--- src/rtl/framebuffer_consts.svh ---
`ifndef FRAMEBUFFER_CONSTS_SVH
`define FRAMEBUFFER_CONSTS_SVH

// frame geometry in pixels
`define FB_HRES 32
`define FB_VRES 8

// one chunk is eight pixels, one 128-bit memory word
`define FB_CHUNK_PIXELS 8
`define FB_CHUNK_HRES (`FB_HRES / `FB_CHUNK_PIXELS)
// chunks per frame
`define FB_CHUNK_DEPTH (`FB_CHUNK_HRES * `FB_VRES)

// rgb565 pixels
`define FB_PIXEL_W 16
// linear pixel address, 32 x 8 pixels
`define FB_ADDR_W 8
`define FB_CHUNK_ADDR_W 5

// default row repeat on scanout
`define FB_SCALE 2

`endif

--- src/rtl/framebuffer_pkg.sv ---
`include "framebuffer_consts.svh"

package framebuffer_pkg;

  // one pixel as sent by the rasterizer
  typedef logic [`FB_PIXEL_W-1:0] pixel_t;
  typedef logic [`FB_ADDR_W-1:0] pixel_addr_t;
  typedef logic [`FB_CHUNK_ADDR_W-1:0] chunk_addr_t;

  // lane 0 sits in the lowest bits
  typedef logic [`FB_CHUNK_PIXELS*`FB_PIXEL_W-1:0] chunk_data_t;
  // byte enables, two per pixel lane
  typedef logic [`FB_CHUNK_PIXELS*`FB_PIXEL_W/8-1:0] chunk_strb_t;

  // stacker holds either nothing or one open chunk
  typedef enum logic {
    EMPTY,
    FILLING
  } stack_state_t;

endpackage

--- src/rtl/chunk_memory.sv ---
`timescale 1ns/1ps
`default_nettype none
`include "framebuffer_consts.svh"

module chunk_memory (
  input wire clk_in,
  input wire reset,
  // write port, always accepted
  input wire wr_en,
  input wire framebuffer_pkg::chunk_addr_t wr_addr,
  input wire framebuffer_pkg::chunk_data_t wr_data,
  input wire framebuffer_pkg::chunk_strb_t wr_strb,
  // read request
  input wire rd_addr_valid,
  output logic rd_addr_ready,
  input wire framebuffer_pkg::chunk_addr_t rd_addr,
  input wire rd_last_in,
  // read response
  output logic chunk_tvalid,
  input wire chunk_tready,
  output framebuffer_pkg::chunk_data_t chunk_tdata,
  output logic chunk_tlast
);
  import framebuffer_pkg::*;

  localparam int STRB_W = $bits(chunk_strb_t);

  chunk_data_t mem [`FB_CHUNK_DEPTH];
  logic rd_fire;

  // writes win the port, and a full slot must drain first
  assign rd_addr_ready = !wr_en && (!chunk_tvalid || chunk_tready);
  assign rd_fire = rd_addr_valid && rd_addr_ready;

  // per-byte enables keep unstrobed bytes
  always_ff @(posedge clk_in) begin
    if (wr_en) begin
      for (int b = 0; b < STRB_W; b++) begin
        if (wr_strb[b]) begin
          mem[wr_addr][b*8 +: 8] <= wr_data[b*8 +: 8];
        end
      end
    end
  end

  // output slot valid
  always_ff @(posedge clk_in) begin
    if (reset) begin
      chunk_tvalid <= 1'b0;
    end else if (rd_fire) begin
      chunk_tvalid <= 1'b1;
    end else if (chunk_tready) begin
      chunk_tvalid <= 1'b0;
    end
  end

  // data and frame flag travel together
  always_ff @(posedge clk_in) begin
    if (rd_fire) begin
      chunk_tdata <= mem[rd_addr];
      chunk_tlast <= rd_last_in;
    end
  end

endmodule

`default_nettype wire

--- src/rtl/framebuffer.sv ---
`timescale 1ns/1ps
`default_nettype none
`include "framebuffer_consts.svh"

module framebuffer #(
  parameter int SCALE_FACTOR = `FB_SCALE
) (
  input wire clk_in,
  input wire reset,
  // in from rasterizer
  input wire valid_in,
  input wire framebuffer_pkg::pixel_addr_t addr_in,
  input wire framebuffer_pkg::pixel_t color_in,
  input wire flush,
  // scanout side
  input wire scan_enable,
  output logic frame_buff_tvalid,
  input wire frame_buff_tready,
  output framebuffer_pkg::pixel_t frame_buff_tdata,
  output logic frame_buff_tlast
);
  import framebuffer_pkg::*;

  // stacker to memory
  logic wr_en;
  chunk_addr_t wr_addr;
  chunk_data_t wr_data;
  chunk_strb_t wr_strb;

  // scan requests
  logic rd_addr_valid;
  logic rd_addr_ready;
  chunk_addr_t rd_addr;
  logic rd_last_in;

  // memory to unstacker
  logic chunk_tvalid;
  logic chunk_tready;
  chunk_data_t chunk_tdata;
  logic chunk_tlast;

  assign rd_addr_valid = scan_enable;

  pixel_stacker stacker_inst (
    .clk_in(clk_in),
    .reset(reset),
    .valid_in(valid_in),
    .addr_in(addr_in),
    .color_in(color_in),
    .flush(flush),
    .wr_en(wr_en),
    .wr_addr(wr_addr),
    .wr_data(wr_data),
    .wr_strb(wr_strb)
  );

  chunk_memory memory_inst (
    .clk_in(clk_in),
    .reset(reset),
    .wr_en(wr_en),
    .wr_addr(wr_addr),
    .wr_data(wr_data),
    .wr_strb(wr_strb),
    .rd_addr_valid(rd_addr_valid),
    .rd_addr_ready(rd_addr_ready),
    .rd_addr(rd_addr),
    .rd_last_in(rd_last_in),
    .chunk_tvalid(chunk_tvalid),
    .chunk_tready(chunk_tready),
    .chunk_tdata(chunk_tdata),
    .chunk_tlast(chunk_tlast)
  );

  // steps only on an accepted read request
  zoom_counter #(
    .SCALE_FACTOR(SCALE_FACTOR)
  ) read_addr_counter (
    .clk_in(clk_in),
    .reset(reset),
    .evt_in(rd_addr_valid && rd_addr_ready),
    .count_out(rd_addr),
    .last_out(rd_last_in)
  );

  unstacker unstacker_inst (
    .clk_in(clk_in),
    .reset(reset),
    .chunk_tvalid(chunk_tvalid),
    .chunk_tready(chunk_tready),
    .chunk_tdata(chunk_tdata),
    .chunk_tlast(chunk_tlast),
    .pixel_tvalid(frame_buff_tvalid),
    .pixel_tready(frame_buff_tready),
    .pixel_tdata(frame_buff_tdata),
    .pixel_tlast(frame_buff_tlast)
  );

endmodule

`default_nettype wire

--- src/rtl/pixel_stacker.sv ---
`timescale 1ns/1ps
`default_nettype none
`include "framebuffer_consts.svh"

module pixel_stacker (
  input wire clk_in,
  input wire reset,
  // single pixels from the rasterizer
  input wire valid_in,
  input wire framebuffer_pkg::pixel_addr_t addr_in,
  input wire framebuffer_pkg::pixel_t color_in,
  input wire flush,
  // strobed chunk writes to memory
  output logic wr_en,
  output framebuffer_pkg::chunk_addr_t wr_addr,
  output framebuffer_pkg::chunk_data_t wr_data,
  output framebuffer_pkg::chunk_strb_t wr_strb
);
  import framebuffer_pkg::*;

  localparam int LANE_W = $clog2(`FB_CHUNK_PIXELS);
  localparam int LAST_LANE = `FB_CHUNK_PIXELS - 1;
  localparam int LANE_BYTES = `FB_PIXEL_W / 8;

  // open chunk
  stack_state_t state;
  chunk_addr_t cur_addr;
  chunk_data_t cur_data;
  chunk_strb_t cur_strb;

  chunk_addr_t in_chunk;
  logic [LANE_W-1:0] in_lane;
  chunk_data_t merge_data;
  chunk_strb_t lane_strb;
  chunk_strb_t merge_strb;
  logic same_chunk;
  logic lane7_held;

  // upper address bits pick the chunk, low bits the lane
  assign in_chunk = addr_in[`FB_ADDR_W-1:LANE_W];
  assign in_lane = addr_in[LANE_W-1:0];
  // an empty stacker takes any chunk
  assign same_chunk = (state == EMPTY) || (in_chunk == cur_addr);
  // only happens when a chunk change lands on lane 7
  assign lane7_held = (state == FILLING) && cur_strb[LANE_BYTES*LAST_LANE];

  always_comb begin
    lane_strb = '0;
    lane_strb[in_lane*LANE_BYTES +: LANE_BYTES] = '1;
    // repeated lane simply overwrites, last color wins
    merge_data = cur_data;
    merge_data[in_lane*`FB_PIXEL_W +: `FB_PIXEL_W] = color_in;
    // strobes are all clear while empty
    merge_strb = cur_strb | lane_strb;
  end

  always_ff @(posedge clk_in) begin
    if (reset) begin
      state <= EMPTY;
      cur_strb <= '0;
      wr_en <= 1'b0;
    end else begin
      wr_en <= 1'b0;
      if (valid_in && same_chunk) begin
        cur_addr <= in_chunk;
        cur_data <= merge_data;
        if (in_lane == LANE_W'(LAST_LANE) || lane7_held || flush) begin
          // chunk done, send merged word
          wr_en <= 1'b1;
          wr_addr <= in_chunk;
          wr_data <= merge_data;
          wr_strb <= merge_strb;
          state <= EMPTY;
          cur_strb <= '0;
        end else begin
          state <= FILLING;
          cur_strb <= merge_strb;
        end
      end else if (valid_in) begin
        // chunk change: old one out, new pixel opens the next chunk
        wr_en <= 1'b1;
        wr_addr <= cur_addr;
        wr_data <= cur_data;
        wr_strb <= cur_strb;
        cur_addr <= in_chunk;
        cur_data <= merge_data;
        cur_strb <= lane_strb;
        state <= FILLING;
      end else if (state == FILLING && (flush || lane7_held)) begin
        wr_en <= 1'b1;
        wr_addr <= cur_addr;
        wr_data <= cur_data;
        wr_strb <= cur_strb;
        state <= EMPTY;
        cur_strb <= '0;
      end
    end
  end

endmodule

`default_nettype wire

--- src/rtl/unstacker.sv ---
`timescale 1ns/1ps
`default_nettype none
`include "framebuffer_consts.svh"

module unstacker (
  input wire clk_in,
  input wire reset,
  // chunks from memory
  input wire chunk_tvalid,
  output logic chunk_tready,
  input wire framebuffer_pkg::chunk_data_t chunk_tdata,
  input wire chunk_tlast,
  // pixel stream out
  output logic pixel_tvalid,
  input wire pixel_tready,
  output framebuffer_pkg::pixel_t pixel_tdata,
  output logic pixel_tlast
);
  import framebuffer_pkg::*;

  localparam int LANE_W = $clog2(`FB_CHUNK_PIXELS);
  localparam int LAST_LANE = `FB_CHUNK_PIXELS - 1;

  chunk_data_t chunk_reg;
  logic chunk_last;
  logic [LANE_W-1:0] lane;
  logic at_last_lane;
  logic beat;

  assign at_last_lane = (lane == LANE_W'(LAST_LANE));
  assign beat = pixel_tvalid && pixel_tready;
  // take a new chunk when empty or as lane 7 leaves
  assign chunk_tready = !pixel_tvalid || (beat && at_last_lane);

  assign pixel_tdata = chunk_reg[lane*`FB_PIXEL_W +: `FB_PIXEL_W];
  assign pixel_tlast = chunk_last && at_last_lane;

  always_ff @(posedge clk_in) begin
    if (reset) begin
      pixel_tvalid <= 1'b0;
      lane <= '0;
      chunk_last <= 1'b0;
    end else if (chunk_tvalid && chunk_tready) begin
      // load, first pixel shows on the next cycle
      chunk_reg <= chunk_tdata;
      chunk_last <= chunk_tlast;
      lane <= '0;
      pixel_tvalid <= 1'b1;
    end else if (beat) begin
      if (at_last_lane) begin
        pixel_tvalid <= 1'b0;
      end else begin
        lane <= lane + 1'b1;
      end
    end
  end

endmodule

`default_nettype wire

--- src/rtl/zoom_counter.sv ---
`timescale 1ns/1ps
`default_nettype none
`include "framebuffer_consts.svh"

module zoom_counter #(
  parameter int SCALE_FACTOR = 1
) (
  input wire clk_in,
  input wire reset,
  input wire evt_in,
  output framebuffer_pkg::chunk_addr_t count_out,
  output logic last_out
);
  import framebuffer_pkg::*;

  localparam int COL_W = $clog2(`FB_CHUNK_HRES);
  localparam int ROW_W = $clog2(`FB_VRES);
  // keep at least one bit when there is no repeat
  localparam int REP_W = (SCALE_FACTOR > 1) ? $clog2(SCALE_FACTOR) : 1;

  logic [COL_W-1:0] col;
  logic [REP_W-1:0] rep;
  logic [ROW_W-1:0] row;
  logic col_end;
  logic rep_end;
  logic row_end;

  assign col_end = (col == COL_W'(`FB_CHUNK_HRES - 1));
  assign rep_end = (rep == REP_W'(SCALE_FACTOR - 1));
  assign row_end = (row == ROW_W'(`FB_VRES - 1));

  // raster order chunk address
  assign count_out = chunk_addr_t'(row * `FB_CHUNK_HRES + col);
  // last chunk of the last repeat of the last row
  assign last_out = col_end && rep_end && row_end;

  // column innermost, then repeat, then row
  always_ff @(posedge clk_in) begin
    if (reset) begin
      col <= '0;
      rep <= '0;
      row <= '0;
    end else if (evt_in) begin
      if (col_end) begin
        col <= '0;
        if (rep_end) begin
          rep <= '0;
          row <= row_end ? '0 : row + 1'b1;
        end else begin
          rep <= rep + 1'b1;
        end
      end else begin
        col <= col + 1'b1;
      end
    end
  end

endmodule

`default_nettype wire

--- config.mk ---
export PLATFORM = sky130hd
export DESIGN_NAME = framebuffer
export DESIGN_NICKNAME = d
export VERILOG_FILES = /design/src/rtl/framebuffer_pkg.sv /design/src/rtl/chunk_memory.sv /design/src/rtl/framebuffer.sv /design/src/rtl/pixel_stacker.sv /design/src/rtl/unstacker.sv /design/src/rtl/zoom_counter.sv
export VERILOG_INCLUDE_DIRS = /design/src /design/src/rtl
export SDC_FILE = /design/constraint.sdc
export NUM_CORES = 2
export LEC_CHECK = 0
export BUFFER_PORTS_ARGS = -buffer_cell sky130_fd_sc_hd__buf_4
export CAP_MARGIN = 0
export CORE_ASPECT_RATIO = 1.75
export CORE_MARGIN = 10
export CORE_UTILIZATION = 40
export DETAILED_ROUTE_END_ITERATION = 8
export GPL_ROUTABILITY_DRIVEN = 0
export PLACE_DENSITY = 0.62
export SYNTH_ARGS = -nofsm -noshare
export SYNTH_HDL_FRONTEND = slang
export SYNTH_SLANG_ARGS = --single-unit
--- constraint.sdc ---
create_clock -name clk_in -period 12.3 [get_ports clk_in]
set_input_delay 1.23 -clock clk_in [delete_from_list [all_inputs] [get_ports clk_in]]
set_output_delay 1.23 -clock clk_in [all_outputs]
set_load 0.05 [all_outputs]
==> flow_summary_export.csv <==
group,metric,value,unit
setup_path,cp.arrival,5430,ps
yosys,synth_common_cells,"edfxtp_1, mux4_2, nor2_1, o22ai_1, nand2_1",
yosys,synth_edf_count,4635,
global_routing,antenna_found_initial,50,
finish,largest_reg_flops,4096,
place,io_buffers,47,
setup_path,timing.critical_path.required,12900,ps
floorplanning,fp.coreArea,439500,sq um
sta,setup_ws,7466,ps
yosys,yosysSeqAreaShare,79.10,%
sta,tns,0,ps
pwr,power_density,163.0,nW/um^2
setup_path,criticalPathCategory,"reg -> reg",
sta,finalCritPeriodShare,39.30,%
drt,ant_nets,0,
job,maxCapViolCount,0,
run_status,status,"finished clean",
setup_path,start_kind,"flip-flop",
sta,finalHoldViolCount,0,
sta,rsz0062_at_grt,"false",
clock_network,cts_made_buffers,384,
drt,dr.pass1.iters,6,
clock_network,clkLatencyLatePin,970,ps
sta,fin_crit,4834,ps
clock_network,cts_hold_buf,0,
global_routing,grt_pass1_vias,88030,
drt,num_vias,85640,
finish,syn_to_final_growth,11.15,%
global_routing,globalRouteTotalUtil,20.31,%
finish,layout-drive-gt1-share,23.01,%
floorplanning,initial_core_util,40.20,%
sta,slew_headroom,9.109,%
sta,tightest_slew,1360,ps
yosys,synth.top_cells.by_area,"edfxtp_1, mux4_2, o22ai_1",
sta,fmax,0.2069,GHz
pwr,cellLeakagePower,58.23,nW
finish,top_register,"memory_inst.mem",
yosys,synth_top_area_cell,"edfxtp_1",
clock_network,root_buffer,"clkbuf_16",
clock_network,clk_transition_reported_paths,70,ps
yosys,synth_area_per_cell,21.50,sq um
place,hpwlAfterDp,306900,microns
yosys,ys.flop_type,"edfxtp_1",
global_routing,grt_max_degree,149,
yosys,ys.warnings.count,0,
drt,drc,0,
drt,wl_per_cell,33.66,microns
finish,fin_nets,8339,
clock_network,cts.repair.resized,0,
floorplanning,num_rows,322,
setup_path,critPathLaunch,"read_addr_counter.row[0]$_SDFFE_PP0P_",
floorplanning,dieHeight,899.3,microns
yosys,synthesis.nets,8260,
min_path,hold_class,"reg -> reg",
clock_network,h-tree-depth,5,
place,detailedPlace.worstSlack,7119,ps
yosys,netlist_area,176700,sq um
setup_path,crit-reg2reg-capture,"memory_inst.chunk_tdata[72]$_DFFE_PP_",
drt,drt_iter0_drc,10520,
clock_network,cts_sinks,4665,
yosys,yosysMostFrequentCell,"edfxtp_1",
sta,setup_viol_count_final,0,
pwr,peakVddDrop,0.1264,mV
yosys,synth-async-reset-ratio,0,%
drt,viasPerCell,5.903,
global_routing,grt_pass1_wl,682100,microns
yosys,synth_cell_types,53,
floorplanning,io_pins,48,
floorplanning,die_width,522.4,microns
sta,fin_worst_skew,63.37,ps
setup_path,endpoint_kind,"flip-flop",
clock_network,post_cts_buffers,0,
floorplanning,fp.dieArea,469800,sq um
setup_path,crit_path_max_fanout,127,
sta,maxSlewViolCount,0,
yosys,ys_ff_latch,4665,
yosys,netlist_instances,8221,
setup_path,r2r-start,"read_addr_counter.row[0]$_SDFFE_PP0P_",
drt,wl,488400,microns
clock_network,clockBufferDepth,4,
global_routing,grt-ovfl-total,0,
clock_network,tritoncts,"yes",
setup_path,ff2ff_path_depth,5,
setup_path,reg2reg_setup_slack,7470,ps
setup_path,crit_end,"memory_inst.chunk_tdata[72]$_DFFE_PP_",
yosys,yosysTopAreaCellShare,78.76,%
logic make-up (layout without fill, tap and decap cells):
| logic type | Yosys count | after routing | share of synthesized area (%) |
|---|---|---|---|
| flip-flops | 4665 | 4665 | 79.10 |
| multiplexers | 1177 | 1177 | 14.00 |
| AND/OR/NAND/NOR | 1057 | 1057 | 2.536 |
| AO/OA/AOI/OAI | 793 | 793 | 2.853 |
| buffers and inverters | 513 | 903 | 1.410 |
| adder cells (fa/ha/maj) | 9 | 9 | 0.06373 |
| XOR/XNOR | 7 | 7 | 0.03470 |
| other | 0 | 65 | 0 |
area by class of cell:
cell class / count / area [sq um]
fillers: 36350 / 243100
well taps: 5832 / 7297
diodes: 65 / 162.7
multi-input cells: 3043 / 34690
clock buffers: 451 / 10130
inverters: 5 / 18.77
flip-flops and latches: 4665 / 139800
clock inverters: 246 / 2628
repair buffers: 201 / 1683
worst min path at each step:
| stage | startpoint | to | slack (ps) | cells past startpoint |
|---|---|---|---|---|
| floorplan | memory_inst.chunk_tdata[0]$_DFFE_PP_ | unstacker_inst.chunk_reg[0]$_DFFE_PP_ | 400 | 0 |
| global placement | memory_inst.chunk_tdata[78]$_DFFE_PP_ | unstacker_inst.chunk_reg[78]$_DFFE_PP_ | 410 | 0 |
| detailed placement | memory_inst.chunk_tdata[32]$_DFFE_PP_ | unstacker_inst.chunk_reg[32]$_DFFE_PP_ | 400 | 0 |
| CTS | addr_in[7] | stacker_inst.cur_addr[4]$_DFFE_PP_ | 400 | 1 |
| global route | memory_inst.chunk_tdata[94]$_DFFE_PP_ | unstacker_inst.chunk_reg[94]$_DFFE_PP_ | 440 | 0 |
| finish | memory_inst.chunk_tdata[94]$_DFFE_PP_ | unstacker_inst.chunk_reg[94]$_DFFE_PP_ | 420 | 0 |
worst max-delay path: stages (launching register included):
cell and delay [ps]:
dfxtp_4 910, buf_4 760, buf_12 390, mux4_2 440, o22ai_1 120, nor4_1 1060
placed cells by master, fill, tap and decap left out, types with 6 or more instances in the layout:
cell / synthesis / layout
nand2_2: 0 / 30
buf_12: 0 / 12
diode_2: 0 / 65
mux2_2: 85 / 85
clkbuf_8: 0 / 6
clkinv_1: 0 / 70
nor4_1: 103 / 102
mux4_2: 1027 / 1027
clkinv_4: 0 / 6
bufinv_16: 0 / 51
nand2_4: 0 / 8
o21ai_2: 16 / 16
clkbuf_16: 0 / 394
o21ai_1: 7 / 7
a21o_1: 7 / 6
buf_4: 99 / 187
nor2_1: 560 / 558
inv_6: 0 / 8
clkbuf_1: 234 / 51
a22o_1: 15 / 15
ha_1: 9 / 9
nand2b_1: 17 / 14
clkinvlp_4: 0 / 31
dfxtp_1: 30 / 25
nand2_1: 304 / 266
nand4b_1: 9 / 9
a31oi_1: 23 / 23
a22oi_1: 29 / 29
clkinv_2: 0 / 73
o22ai_1: 484 / 483
edfxtp_1: 4635 / 4635
mux2i_1: 65 / 65
o31ai_1: 19 / 19
nand3_1: 19 / 19
o21ai_0: 120 / 120
a211oi_1: 59 / 59
power by group:
group	leakage (nW)	switching (W)	internal, W
registers	42.1	0.000297	0.0177
logic	9.92	0.000834	0.000533
clock network	6.19	0.00569	0.00699
total	58.2	0.00683	0.0252
metal layers:
metal  GRT usage [%]  wire [microns]  vias up
met3           4.025           39090     1036
met4           12.55           32850       27
met2           35.42          256100     4132
met5               0             215        -
li1                -               -    34520
met1           22.81          160200    45920
metrics by stage:
stage                     total power [W]  cells  hold slack, ps  cell area [sq um]  utilization [%]
after floorplan                   0.01907   8221           400.3             176700                -
after global placement            0.01965  13740           406.6             183400            41.73
after detailed placement          0.01969  13750           404.5             183500            41.74
after CTS                         0.03218  14440           403.8             196200            44.64
after global routing              0.03280  14480           436.6             196300            44.67
final                             0.03201  14510           415.6             196400            44.68
Note: power is estimated with default switching activity, not from simulation.
